**src/soc_settings.svh**
```systemverilog
`ifndef SOC_SETTINGS_SVH
`define SOC_SETTINGS_SVH

// CLINT address window
`define CLINT_BASE 32'h0200_0000
`define CLINT_SIZE 32'h0001_0000

// CLINT register offsets inside the window
`define MTIMECMP_LO 16'h4000
`define MTIMECMP_HI 16'h4004
`define MTIME_LO 16'hBFF8
`define MTIME_HI 16'hBFFC

// ID carried by every transaction
`define AXI_ID 4'h1

// Clocks per mtime tick
`define MTIME_DIV 1

// Single-beat transfer shape on io_master
`define AXI_LEN_SINGLE 8'd0
`define AXI_SIZE_WORD 3'd2
`define AXI_BURST_INCR 2'b01

`endif

```
**src/soc_pkg.sv**
```systemverilog
package soc_pkg;

  // AXI response codes in use
  typedef enum logic [1:0] {
    OKAY   = 2'b00,
    SLVERR = 2'b10
  } axi_resp_e;

  // Where the outstanding transaction went
  typedef enum logic {
    TGT_EXT   = 1'b0,
    TGT_CLINT = 1'b1
  } xbar_target_e;

  // One core load or store
  typedef struct packed {
    logic        write;
    logic [31:0] addr;
    logic [31:0] data;
    logic [3:0]  strb;
  } mem_req_t;

endpackage

```
**src/soc_axi_if.sv**
```systemverilog
`timescale 1ns/1ps

interface soc_axi_if;

  logic        awvalid;
  logic        awready;
  logic [31:0] awaddr;
  logic [3:0]  awid;

  logic        wvalid;
  logic        wready;
  logic [31:0] wdata;
  logic [3:0]  wstrb;
  logic        wlast;

  logic        bvalid;
  logic        bready;
  logic [1:0]  bresp;
  logic [3:0]  bid;

  logic        arvalid;
  logic        arready;
  logic [31:0] araddr;
  logic [3:0]  arid;

  logic        rvalid;
  logic        rready;
  logic [1:0]  rresp;
  logic [31:0] rdata;
  logic        rlast;
  logic [3:0]  rid;

  modport master (
    output awvalid, awaddr, awid,
    input  awready,
    output wvalid, wdata, wstrb, wlast,
    input  wready,
    input  bvalid, bresp, bid,
    output bready,
    output arvalid, araddr, arid,
    input  arready,
    input  rvalid, rresp, rdata, rlast, rid,
    output rready
  );

  modport slave (
    input  awvalid, awaddr, awid,
    output awready,
    input  wvalid, wdata, wstrb, wlast,
    output wready,
    output bvalid, bresp, bid,
    input  bready,
    input  arvalid, araddr, arid,
    output arready,
    output rvalid, rresp, rdata, rlast, rid,
    input  rready
  );

endinterface

```
**src/lsu_axi_bridge.sv**
```systemverilog
`timescale 1ns/1ps
`include "soc_settings.svh"

module lsu_axi_bridge (
  input  logic        clock,
  input  logic        reset_i,
  input  logic        req_valid_i,
  input  logic        req_write_i,
  input  logic [31:0] req_addr_i,
  input  logic [31:0] req_wdata_i,
  input  logic [3:0]  req_wstrb_i,
  output logic        req_ready_o,
  output logic        resp_valid_o,
  output logic [31:0] resp_rdata_o,
  output logic        resp_err_o,
  soc_axi_if.master   axi
);
  import soc_pkg::*;

  typedef enum logic [1:0] {
    S_IDLE,
    S_BUSY,
    S_DONE
  } state_e;

  state_e      state_q;
  mem_req_t    req_q;
  logic        aw_pend_q;
  logic        w_pend_q;
  logic        ar_pend_q;
  logic [31:0] rdata_q;
  logic        err_q;
  logic        b_beat;
  logic        r_beat;

  assign b_beat = axi.bvalid && axi.bready;
  assign r_beat = axi.rvalid && axi.rready;

  always_ff @(posedge clock) begin
    if (reset_i) begin
      state_q   <= S_IDLE;
      aw_pend_q <= 1'b0;
      w_pend_q  <= 1'b0;
      ar_pend_q <= 1'b0;
    end else begin
      case (state_q)
        S_IDLE: begin
          if (req_valid_i) begin
            aw_pend_q <= req_write_i;
            w_pend_q  <= req_write_i;
            ar_pend_q <= !req_write_i;
            state_q   <= S_BUSY;
          end
        end
        S_BUSY: begin
          // AW and W retire on their own handshakes
          if (axi.awready) begin
            aw_pend_q <= 1'b0;
          end
          if (axi.wready) begin
            w_pend_q <= 1'b0;
          end
          if (axi.arready) begin
            ar_pend_q <= 1'b0;
          end
          if (b_beat || r_beat) begin
            state_q <= S_DONE;
          end
        end
        S_DONE: state_q <= S_IDLE;
        default: state_q <= S_IDLE;
      endcase
    end
  end

  always_ff @(posedge clock) begin
    if (req_ready_o && req_valid_i) begin
      req_q <= '{write: req_write_i, addr: req_addr_i, data: req_wdata_i, strb: req_wstrb_i};
    end
    if (b_beat) begin
      rdata_q <= '0;
      err_q   <= (axi.bresp != OKAY);
    end else if (r_beat) begin
      rdata_q <= axi.rdata;
      err_q   <= (axi.rresp != OKAY);
    end
  end

  assign req_ready_o  = (state_q == S_IDLE);
  assign resp_valid_o = (state_q == S_DONE);
  assign resp_rdata_o = rdata_q;
  assign resp_err_o   = err_q;

  assign axi.awvalid = aw_pend_q;
  assign axi.awaddr  = req_q.addr;
  assign axi.awid    = `AXI_ID;
  assign axi.wvalid  = w_pend_q;
  assign axi.wdata   = req_q.data;
  assign axi.wstrb   = req_q.strb;
  assign axi.wlast   = 1'b1;
  assign axi.bready  = (state_q == S_BUSY) && req_q.write;
  assign axi.arvalid = ar_pend_q;
  assign axi.araddr  = req_q.addr;
  assign axi.arid    = `AXI_ID;
  assign axi.rready  = (state_q == S_BUSY) && !req_q.write;

endmodule

```
**src/clint_xbar.sv**
```systemverilog
`timescale 1ns/1ps
`include "soc_settings.svh"

module clint_xbar (
  input  logic      clock,
  input  logic      reset_i,
  soc_axi_if.slave  axi,
  soc_axi_if.master axi_clint,
  soc_axi_if.master axi_soc
);
  import soc_pkg::*;

  xbar_target_e aw_dec;
  xbar_target_e ar_dec;
  xbar_target_e w_tgt;
  xbar_target_e tgt_q;
  logic         busy_q;
  logic         addr_acc;
  logic         resp_done;

  function automatic xbar_target_e decode(input logic [31:0] addr);
    if ((addr >= `CLINT_BASE) && (addr < (`CLINT_BASE + `CLINT_SIZE))) begin
      return TGT_CLINT;
    end
    return TGT_EXT;
  endfunction

  assign aw_dec = decode(axi.awaddr);
  assign ar_dec = decode(axi.araddr);
  // W may trail AW, so follow the latched target once AW is taken
  assign w_tgt  = busy_q ? tgt_q : aw_dec;

  assign addr_acc  = (axi.awvalid && axi.awready) || (axi.arvalid && axi.arready);
  assign resp_done = (axi.bvalid && axi.bready) || (axi.rvalid && axi.rready);

  always_ff @(posedge clock) begin
    if (reset_i) begin
      busy_q <= 1'b0;
      tgt_q  <= TGT_EXT;
    end else if (addr_acc) begin
      busy_q <= 1'b1;
      tgt_q  <= axi.awvalid ? aw_dec : ar_dec;
    end else if (resp_done) begin
      busy_q <= 1'b0;
      tgt_q  <= TGT_EXT;
    end
  end

  // Payloads go to both sides, valids only to the selected one
  assign axi_clint.awvalid = axi.awvalid && (aw_dec == TGT_CLINT);
  assign axi_soc.awvalid   = axi.awvalid && (aw_dec == TGT_EXT);
  assign axi_clint.awaddr  = axi.awaddr;
  assign axi_soc.awaddr    = axi.awaddr;
  assign axi_clint.awid    = axi.awid;
  assign axi_soc.awid      = axi.awid;
  assign axi.awready = (aw_dec == TGT_CLINT) ? axi_clint.awready : axi_soc.awready;

  assign axi_clint.wvalid = axi.wvalid && (w_tgt == TGT_CLINT);
  assign axi_soc.wvalid   = axi.wvalid && (w_tgt == TGT_EXT);
  assign axi_clint.wdata  = axi.wdata;
  assign axi_soc.wdata    = axi.wdata;
  assign axi_clint.wstrb  = axi.wstrb;
  assign axi_soc.wstrb    = axi.wstrb;
  assign axi_clint.wlast  = axi.wlast;
  assign axi_soc.wlast    = axi.wlast;
  assign axi.wready = (w_tgt == TGT_CLINT) ? axi_clint.wready : axi_soc.wready;

  assign axi_clint.arvalid = axi.arvalid && (ar_dec == TGT_CLINT);
  assign axi_soc.arvalid   = axi.arvalid && (ar_dec == TGT_EXT);
  assign axi_clint.araddr  = axi.araddr;
  assign axi_soc.araddr    = axi.araddr;
  assign axi_clint.arid    = axi.arid;
  assign axi_soc.arid      = axi.arid;
  assign axi.arready = (ar_dec == TGT_CLINT) ? axi_clint.arready : axi_soc.arready;

  // Responses steered by the latched target
  assign axi_clint.bready = axi.bready && busy_q && (tgt_q == TGT_CLINT);
  assign axi_soc.bready   = axi.bready && busy_q && (tgt_q == TGT_EXT);
  assign axi.bvalid = busy_q && ((tgt_q == TGT_CLINT) ? axi_clint.bvalid : axi_soc.bvalid);
  assign axi.bresp  = (tgt_q == TGT_CLINT) ? axi_clint.bresp : axi_soc.bresp;
  assign axi.bid    = (tgt_q == TGT_CLINT) ? axi_clint.bid : axi_soc.bid;

  assign axi_clint.rready = axi.rready && busy_q && (tgt_q == TGT_CLINT);
  assign axi_soc.rready   = axi.rready && busy_q && (tgt_q == TGT_EXT);
  assign axi.rvalid = busy_q && ((tgt_q == TGT_CLINT) ? axi_clint.rvalid : axi_soc.rvalid);
  assign axi.rresp  = (tgt_q == TGT_CLINT) ? axi_clint.rresp : axi_soc.rresp;
  assign axi.rdata  = (tgt_q == TGT_CLINT) ? axi_clint.rdata : axi_soc.rdata;
  assign axi.rlast  = (tgt_q == TGT_CLINT) ? axi_clint.rlast : axi_soc.rlast;
  assign axi.rid    = (tgt_q == TGT_CLINT) ? axi_clint.rid : axi_soc.rid;

endmodule

```
**src/clint.sv**
```systemverilog
`timescale 1ns/1ps
`include "soc_settings.svh"

module clint (
  input  logic     clock,
  input  logic     reset_i,
  soc_axi_if.slave axi,
  output logic     timer_irq_o
);
  import soc_pkg::*;

  localparam int DIV_W = $clog2(`MTIME_DIV + 1);

  logic [DIV_W-1:0] div_cnt_q;
  logic             tick;
  logic [63:0]      mtime_q;
  logic [63:0]      mtimecmp_q;
  logic             irq_q;
  logic             idle;
  logic             wr_go;
  logic             rd_go;
  logic [15:0]      wr_off;
  logic [15:0]      rd_off;
  logic             bvalid_q;
  logic             rvalid_q;
  axi_resp_e        bresp_q;
  axi_resp_e        rresp_q;
  logic [3:0]       bid_q;
  logic [3:0]       rid_q;
  logic [31:0]      rdata_q;

  function automatic logic [31:0] merge_bytes(input logic [31:0] old_val,
                                              input logic [31:0] new_val,
                                              input logic [3:0]  strb);
    logic [31:0] res;
    res = old_val;
    for (int i = 0; i < 4; i++) begin
      if (strb[i]) begin
        res[8*i +: 8] = new_val[8*i +: 8];
      end
    end
    return res;
  endfunction

  // Timebase
  assign tick = (div_cnt_q == DIV_W'(`MTIME_DIV - 1));

  always_ff @(posedge clock) begin
    if (reset_i) begin
      div_cnt_q <= '0;
      mtime_q   <= '0;
      irq_q     <= 1'b0;
    end else begin
      div_cnt_q <= tick ? '0 : div_cnt_q + DIV_W'(1);
      if (tick) begin
        mtime_q <= mtime_q + 64'd1;
      end
      irq_q <= (mtime_q >= mtimecmp_q);
    end
  end

  // Bus side, one access at a time
  assign idle   = !bvalid_q && !rvalid_q;
  assign wr_go  = idle && axi.awvalid && axi.wvalid;
  assign rd_go  = idle && axi.arvalid && !axi.awvalid;
  assign wr_off = axi.awaddr[15:0];
  assign rd_off = axi.araddr[15:0];

  always_ff @(posedge clock) begin
    if (reset_i) begin
      bvalid_q   <= 1'b0;
      rvalid_q   <= 1'b0;
      mtimecmp_q <= '1;
    end else begin
      if (wr_go) begin
        bvalid_q <= 1'b1;
      end else if (axi.bready) begin
        bvalid_q <= 1'b0;
      end
      if (rd_go) begin
        rvalid_q <= 1'b1;
      end else if (axi.rready) begin
        rvalid_q <= 1'b0;
      end
      if (wr_go && (wr_off == `MTIMECMP_LO)) begin
        mtimecmp_q[31:0] <= merge_bytes(mtimecmp_q[31:0], axi.wdata, axi.wstrb);
      end
      if (wr_go && (wr_off == `MTIMECMP_HI)) begin
        mtimecmp_q[63:32] <= merge_bytes(mtimecmp_q[63:32], axi.wdata, axi.wstrb);
      end
    end
  end

  always_ff @(posedge clock) begin
    if (wr_go) begin
      bid_q <= axi.awid;
      // mtime is read-only
      bresp_q <= ((wr_off == `MTIMECMP_LO) || (wr_off == `MTIMECMP_HI)) ? OKAY : SLVERR;
    end
    if (rd_go) begin
      rid_q   <= axi.arid;
      rresp_q <= OKAY;
      case (rd_off)
        `MTIMECMP_LO: rdata_q <= mtimecmp_q[31:0];
        `MTIMECMP_HI: rdata_q <= mtimecmp_q[63:32];
        `MTIME_LO:    rdata_q <= mtime_q[31:0];
        `MTIME_HI:    rdata_q <= mtime_q[63:32];
        default: begin
          rdata_q <= '0;
          rresp_q <= SLVERR;
        end
      endcase
    end
  end

  assign axi.awready = wr_go;
  assign axi.wready  = wr_go;
  assign axi.arready = rd_go;
  assign axi.bvalid  = bvalid_q;
  assign axi.bresp   = bresp_q;
  assign axi.bid     = bid_q;
  assign axi.rvalid  = rvalid_q;
  assign axi.rresp   = rresp_q;
  assign axi.rdata   = rdata_q;
  assign axi.rlast   = 1'b1;
  assign axi.rid     = rid_q;

  assign timer_irq_o = irq_q;

endmodule

```
**src/soc_top.sv**
```systemverilog
`timescale 1ns/1ps
`include "soc_settings.svh"

module soc_top (
  input  logic        clock,
  input  logic        reset_i,
  // Core load/store port
  input  logic        req_valid_i,
  input  logic        req_write_i,
  input  logic [31:0] req_addr_i,
  input  logic [31:0] req_wdata_i,
  input  logic [3:0]  req_wstrb_i,
  output logic        req_ready_o,
  output logic        resp_valid_o,
  output logic [31:0] resp_rdata_o,
  output logic        resp_err_o,
  output logic        timer_irq_o,
  // AXI4 master
  input  logic        io_master_awready_i,
  output logic        io_master_awvalid_o,
  output logic [31:0] io_master_awaddr_o,
  output logic [3:0]  io_master_awid_o,
  output logic [7:0]  io_master_awlen_o,
  output logic [2:0]  io_master_awsize_o,
  output logic [1:0]  io_master_awburst_o,
  input  logic        io_master_wready_i,
  output logic        io_master_wvalid_o,
  output logic [31:0] io_master_wdata_o,
  output logic [3:0]  io_master_wstrb_o,
  output logic        io_master_wlast_o,
  output logic        io_master_bready_o,
  input  logic        io_master_bvalid_i,
  input  logic [1:0]  io_master_bresp_i,
  input  logic [3:0]  io_master_bid_i,
  input  logic        io_master_arready_i,
  output logic        io_master_arvalid_o,
  output logic [31:0] io_master_araddr_o,
  output logic [3:0]  io_master_arid_o,
  output logic [7:0]  io_master_arlen_o,
  output logic [2:0]  io_master_arsize_o,
  output logic [1:0]  io_master_arburst_o,
  output logic        io_master_rready_o,
  input  logic        io_master_rvalid_i,
  input  logic [1:0]  io_master_rresp_i,
  input  logic [31:0] io_master_rdata_i,
  input  logic        io_master_rlast_i,
  input  logic [3:0]  io_master_rid_i
);

  soc_axi_if axi_core ();
  soc_axi_if axi_clint ();
  soc_axi_if axi_soc ();

  lsu_axi_bridge u_bridge (
    .clock        (clock),
    .reset_i      (reset_i),
    .req_valid_i  (req_valid_i),
    .req_write_i  (req_write_i),
    .req_addr_i   (req_addr_i),
    .req_wdata_i  (req_wdata_i),
    .req_wstrb_i  (req_wstrb_i),
    .req_ready_o  (req_ready_o),
    .resp_valid_o (resp_valid_o),
    .resp_rdata_o (resp_rdata_o),
    .resp_err_o   (resp_err_o),
    .axi          (axi_core)
  );

  clint_xbar u_xbar (
    .clock     (clock),
    .reset_i   (reset_i),
    .axi       (axi_core),
    .axi_clint (axi_clint),
    .axi_soc   (axi_soc)
  );

  clint u_clint (
    .clock       (clock),
    .reset_i     (reset_i),
    .axi         (axi_clint),
    .timer_irq_o (timer_irq_o)
  );

  assign axi_soc.awready     = io_master_awready_i;
  assign io_master_awvalid_o = axi_soc.awvalid;
  assign io_master_awaddr_o  = axi_soc.awaddr;
  assign io_master_awid_o    = axi_soc.awid;
  assign io_master_awlen_o   = `AXI_LEN_SINGLE;
  assign io_master_awsize_o  = `AXI_SIZE_WORD;
  assign io_master_awburst_o = `AXI_BURST_INCR;

  assign axi_soc.wready      = io_master_wready_i;
  assign io_master_wvalid_o  = axi_soc.wvalid;
  assign io_master_wdata_o   = axi_soc.wdata;
  assign io_master_wstrb_o   = axi_soc.wstrb;
  assign io_master_wlast_o   = axi_soc.wlast;

  assign io_master_bready_o  = axi_soc.bready;
  assign axi_soc.bvalid      = io_master_bvalid_i;
  assign axi_soc.bresp       = io_master_bresp_i;
  assign axi_soc.bid         = io_master_bid_i;

  assign axi_soc.arready     = io_master_arready_i;
  assign io_master_arvalid_o = axi_soc.arvalid;
  assign io_master_araddr_o  = axi_soc.araddr;
  assign io_master_arid_o    = axi_soc.arid;
  assign io_master_arlen_o   = `AXI_LEN_SINGLE;
  assign io_master_arsize_o  = `AXI_SIZE_WORD;
  assign io_master_arburst_o = `AXI_BURST_INCR;

  assign io_master_rready_o  = axi_soc.rready;
  assign axi_soc.rvalid      = io_master_rvalid_i;
  assign axi_soc.rresp       = io_master_rresp_i;
  assign axi_soc.rdata       = io_master_rdata_i;
  assign axi_soc.rlast       = io_master_rlast_i;
  assign axi_soc.rid         = io_master_rid_i;

endmodule

```
**config.mk**
```make
export PLATFORM = sky130hd
export DESIGN_NAME = soc_top
export DESIGN_NICKNAME = d
export VERILOG_FILES = /design/src/soc_pkg.sv /design/src/soc_axi_if.sv /design/src/lsu_axi_bridge.sv /design/src/clint_xbar.sv /design/src/clint.sv /design/src/soc_top.sv
export VERILOG_INCLUDE_DIRS = /design/src
export SDC_FILE = /design/constraint.sdc
export NUM_CORES = 1
export LEC_CHECK = 0
export BUFFER_PORTS_ARGS = -buffer_cell sky130_fd_sc_hd__buf_4
export CAP_MARGIN = 20
export CORE_UTILIZATION = 40
export DETAILED_ROUTE_END_ITERATION = 8
export PLACE_DENSITY_LB_ADDON = 0.08
export SLEW_MARGIN = 20
export SYNTH_ARGS = -nofsm -noshare
export SYNTH_HDL_FRONTEND = slang
export SYNTH_SLANG_ARGS = --single-unit
```
**constraint.sdc**
```tcl
create_clock -name clock -period 7.11 [get_ports clock]
set_input_delay 1.0665 -clock clock [delete_from_list [all_inputs] [get_ports clock]]
set_output_delay 1.0665 -clock clock [all_outputs]
set_load 0.02 [all_outputs]
```
# After elaboration in Yosys (flattened, before gate mapping)
# Index checks and enable logic that the tools add are counted.
# totals
reg_bits	277
input_bits	122
wordCells	142
out_inout_bits	176
# op_classes
n_lt_le_gt_ge	3
muxes	35
addsub	2
n_eq_ne	11
reduce_logical	59
bitwise	4
# op_table
cell	n
$pmux 32 s4	1
$add 64x1->64 const B	1
$ge 64x64->1	1
$eq 16x15->1 const B	2
$eq 16x16->1 const B	2
$ge 32x26->1 const B	1
$lt 32x26->1 const B	1
$mux 32	1
$logic_and 1x1->1	29
$mux 1	23
$reduce_and 2->1	9
$reduce_bool 2->1	7
$mux 2	6
$reduce_and 3->1	3
$ne 2x1->1 const B	3
$pmux 1 s2	3
$logic_not 1->1	5
$ne 2x2->1 const B	2
$not 1->1	4
$pmux 2 s2	1
$reduce_or 4->1	1
$logic_or 1x1->1	3
$eq 2x1->1 const B	1
$eq 2x2->1 const B	1
3 further kinds	3

# Longest topological paths before layout
# depth
ltp_word	11
depth_mapped	9
ltp_nobuf	8

# Hierarchy
# A second synthesis with hierarchy kept.
# unflattened
cells_unflattened	1730
hier_area_um2	16489.6
# by_module_without_submodules
mod	cells_each	instances	area_each_um2	seq_area_each_um2
clint	1026	1	9221.3	3903.7
lsu_axi_bridge	361	1	4504.3	2842.7
clint_xbar	315	1	2561.2	40.0
soc_top	28	1	202.7	0.0

# Least setup slack after synthesis
# No wires, ideal clock.
# synth_path
path_type	flip-flop to flip-flop
startpoint	reg u_bridge.req_q, in the netlist u_bridge.axi.araddr[31]
endpoint	reg u_clint.rdata_q[0], in the netlist u_clint.axi.rdata[0], enable pin
synth_period_minus_slack_ps	5034
n_path_buf	1
setup_ps	518
setup_slack_ps	2076
stages_incl_launch_ff	5
t_arrival_ps	4516
required_ps	6592
cell_sequence	edfxtp_1 nor4b_1 nand4_1 clkbuf_1 nor4b_1
# synth_via
elab_chain_cells	7
word_cells_on_any_way	10
classes_between	order compare (2); mux (2); reduce/logical (6)
# synth_lines
item	line	text
start, declared	lsu_axi_bridge.sv:27	mem_req_t req_q;
start signal, assigned	lsu_axi_bridge.sv:78	req_q <= '{write: req_write_i, addr: req_addr_i, data: req_wdata_i, strb: req_wstrb_i};
$ge 32x26->1 (no source line) / $lt 32x26->1 (equally long branches)	--	
$logic_and 1x1->1 (*)	clint_xbar.sv:22	if ((addr >= `CLINT_BASE) && (addr < (`CLINT_BASE + `CLINT_SIZE))) begin
$mux 1 (*)	clint_xbar.sv:22	
$mux 1 (*)	clint_xbar.sv:25	return TGT_EXT;
$logic_and 1x1->1 (on tied branches)	clint_xbar.sv:68, clint_xbar.sv:50	
$logic_and 1x1->1 / $logic_not 1->1 (equally long branches)	clint.sv:65	assign rd_go = idle && axi.arvalid && !axi.awvalid;
$logic_and 1x1->1 (*)	clint.sv:65	
net axi_clint.arready	soc_axi_if.sv:22	logic arready;
end signal, assigned	clint.sv:104	`MTIMECMP_LO: rdata_q <= mtimecmp_q[31:0];
end signal, assigned	clint.sv:105	`MTIMECMP_HI: rdata_q <= mtimecmp_q[63:32];
end signal, assigned	clint.sv:106	`MTIME_LO: rdata_q <= mtime_q[31:0];
end, declared	clint.sv:30	logic [31:0] rdata_q;
# Mark *: on every way through the listed nets, which the timed path passes. The rest lies on a longest branch.
# A chain may end at the register's enable or synchronous reset.

# Final worst setup path
# layout_path
startpoint	reg u_bridge.req_q, in the netlist u_bridge.axi.araddr[17]
endpoint	out io_master_wvalid_o
# layout_via
elab_chain_cells	7
word_cells_on_any_way	8
classes_between	order compare (2); mux (3); bitwise (1); reduce/logical (2)
# layout_lines
item	line	text
$ge 32x26->1 (no source line) / $lt 32x26->1 (equally long branches)	--	
$logic_and 1x1->1 (*)	clint_xbar.sv:22	
$mux 1 (*)	clint_xbar.sv:22	
$mux 1 (*)	clint_xbar.sv:25	
$mux 1 (*)	clint_xbar.sv:31	assign w_tgt = busy_q ? tgt_q : aw_dec;
$not 1->1 (*)	clint_xbar.sv:59	assign axi_soc.wvalid = axi.wvalid && (w_tgt == TGT_EXT);
$logic_and 1x1->1 (*)	clint_xbar.sv:59	
end, declared	soc_top.sv:27	output logic io_master_wvalid_o,
# Every way passes the cells marked *; elsewhere a longest branch is shown, timed or not.

==> flow_summary_export.csv <==
group,metric,value,unit
detailed_routing,drtPass1Iterations,5,
floorplanning,placementRows,67,
detailed_routing,drt-wirelength-per-cell,17.3,µm
synth,syn_area,13800,µm²
floorplanning,io_pins,298,
sta,setup_violations,0,
floorplanning,start_util,41.0,%
detailed_routing,avgViaCountPerCell,5.04,
cts,cts_hold_buf,0,
sta,layout_min_cycle_time,3.82,ns
grt,antenna_found_initial,0,
critical_path,cp_max_fo,11,
grt,grt_pass1_vias,9689,
cts,post_cts_buffers,0,
critical_path,critPathBufInv,1,
cts,cts-htree-levels,1,
synth,synthCells,1403,
job,cap_violations,0,
cts,insertion_delay,0.56,ns
grt,grt_pass1_wl,54400,µm
sta,worst_pin_slew,0.992,ns
sta,max_freq,262,MHz
critical_path,endpoint_kind,"output pin",
grt,grt_max_degree,72,
detailed_routing,drt_iter0_drc,511,
cts,root_buffer,"clkbuf_16",
floorplanning,core_area,33800,µm²
status,outcome,"finished, final reports clean",
min_path,worstHoldPathType,"flop to flop",
power,power_leakage,7.19,nW
detailed_routing,post-route-drc-count,0,
cts,cts-resized-gates,0,
power,ir_worst_vdd,249,µV
power,power_density,233,nW/µm²
detailed_routing,ant_nets,0,
synth,synth-main-ff-cell,"dfxtp_1",
synth,yosysSeqAreaShare,47.3,%
sta,hold-worst-slack,0.490,ns
critical_path,crit_chain,"nor4_1 -> nand4_1 -> o21a_1 -> and2_1 -> buf_4",
cells_and_area,layout_commonest_cell,"buf_4",
synth,ys_types,62,
critical_path,cp.arrival,2.75,ns
cts,cts.sinks,275,
critical_path,slowest_stage,"nand4_1",
synth,ys_seq_elements,275,
cells_and_area,drive_above_1_share,21.5,%
placed_design,io_buffers,253,
cells_and_area,antenna_cells,0,
cts,tritoncts.num_buffers,31,
floorplanning,die_h,188,µm
synth,synth_edf_count,104,
detailed_routing,via_count,10100,
placed_design,place_hpwl,25200,µm
critical_path,cp_slowest_stage_delay,0.64,ns
sta,relSlewSlack,32.2,%
cts,cts_buffer_depth,3,
cells_and_area,nets,1724,
cells_and_area,area_growth,17.9,%
critical_path,reg2reg_slack,3.78,ns
floorplanning,die_x,188,µm
synth,async_flop_share,0,%
detailed_routing,routed_wl,34800,µm
synth,avgSynthCellArea,9.87,µm²
sta,hold_violations,0,
cts,clk_pin_slew_worst_paths,0.07,ns
sta,rsz0062_at_grt,"no",
cts,cts_tree,"done",
critical_path,required,6.04,ns
grt,grt_overflow,0,
placed_design,globalplace.congestion,0.818,
synth,yosys_warnings,0,
grt,grt_usage,19.4,%
floorplanning,die_area,35400,µm²
sta,finalCritPeriodShare,53.7,%
sta,drv_slew,0,
sta,finClkSkew,0.0137,ns
sta,setup_tns,0,ns
cells_and_area,layout_common_cells,"buf_4 (268), dfxtp_1 (170), nor2_1 (112)",
critical_path,cp-start-kind,"flop",
critical_path,cpLargestDelayFamily,"simple AND/OR/NAND/NOR gates",
critical_path,path_class,"flop to output pin",
path summary, 6_finish.rpt:
check / start / endpoint / depth (start not counted)
setup / recovery: u_bridge.axi.araddr[17] / io_master_wvalid_o / 5
hold / removal: u_clint.mtimecmp_q[54] / u_clint.mtimecmp_q[54] / 2
setup reg to reg: u_bridge.axi.araddr[17] / u_clint.mtimecmp_q[10] / 6
hold reg to reg: u_clint.mtimecmp_q[54] / u_clint.mtimecmp_q[54] / 2
per-stage QoR:
stage | worst slack (ns) | cell area [µm²] | instances | power [mW] | utilization [%]
after global routing | 3.10 | 16300 | 2009 | 3.96 | 48.3
final | 3.29 | 16300 | 2009 | 3.80 | 48.3
after CTS | 3.29 | 16300 | 2009 | 3.85 | 48.3
after global placement | 3.79 | 15300 | 1952 | 2.26 | 45.3
after detailed placement | 3.79 | 15300 | 1952 | 2.27 | 45.3
after floorplan | 2.08 | 14000 | 1437 | 2.11 | -
metal layers:
metal / track usage, % / wire length, µm / part of all wire, % / up-vias
li1: - / - / - / 5099
met1: 28.6 / 17400 / 50 / 4690
met2: 29.2 / 14800 / 42 / 282
met3: 3.16 / 1960 / 5.6 / 49
met4: 4.82 / 693 / 2.0 / 0
met5: 0 / 0 / 0 / -
tightest hold or removal path, stage by stage (launching register included):
cell	delay (ns)
dfxtp_1	0.32
nand2_1	0.06
nand3_1	0.06
power by group:
group / switching, mW / internal (mW) / leakage, nW
clock: 0.646 / 0.924 / 0.498
combinational: 0.245 / 0.202 / 4.38
sequential: 0.0616 / 1.72 / 2.30
logic make-up (layout without fill, tap and decap cells):
kind of cell    Yosys count  count (layout)  synth area share [%]
flops                   275             275                  47.3
mux                     103             103                  7.48
fa+ha+maj                65              65                  5.87
compound gates          175             175                  8.37
xor+xnor                 55              55                  3.48
buf+inv                 278             402                  11.3
other cells               2              36                0.0543
simple gates            450             450                  16.1
cell usage after synthesis (6+ instances only):
master    instances  area share, %
and4_1           10           0.63
o211ai_1         36            2.0
clkbuf_1         55            1.5
edfxtp_1        104             23
o21a_1            6           0.33
nor3_1           15           0.54
nand3_1          93            3.4
xor2_1           39            2.5
a21oi_1          35            1.3
inv_1            77            2.1
nor2_1          112            3.0
buf_4           135            7.3
o21ai_0          16           0.58
buf_1             7           0.19
ha_1             65            5.9
nand4_1          30            1.4
and2_1           12           0.54
xnor2_1          16            1.0
a211oi_1         35            1.9
nand2b_1          6           0.27
nor4_1           13           0.59
and3_1           10           0.45
o22ai_1          32            1.4
mux2i_1          99            7.2
dfxtp_1         171             25
nand2_1         109            3.0
flip-flops by register name, indices dropped and copies added, names as in the netlist, 2 cells and up:
signal                 count
u_clint.mtimecmp_q        64
u_bridge.state_q           2
u_bridge.axi.araddr       32
u_bridge.axi.wdata        32
u_clint.mtime_q           64
u_clint.axi.rdata         32
u_bridge.axi.wstrb         4
u_bridge.resp_rdata_o     32
area by class of cell:
class	count	area (µm²)
well taps	448	561
repair buffers	268	2010
clock buffers	44	916
clock inverters	13	87.6
fillers	3234	17500
flip-flops and latches	275	6550
multi-input cells	884	5900
inverters	77	290
(Power assumes the default switching activity.)
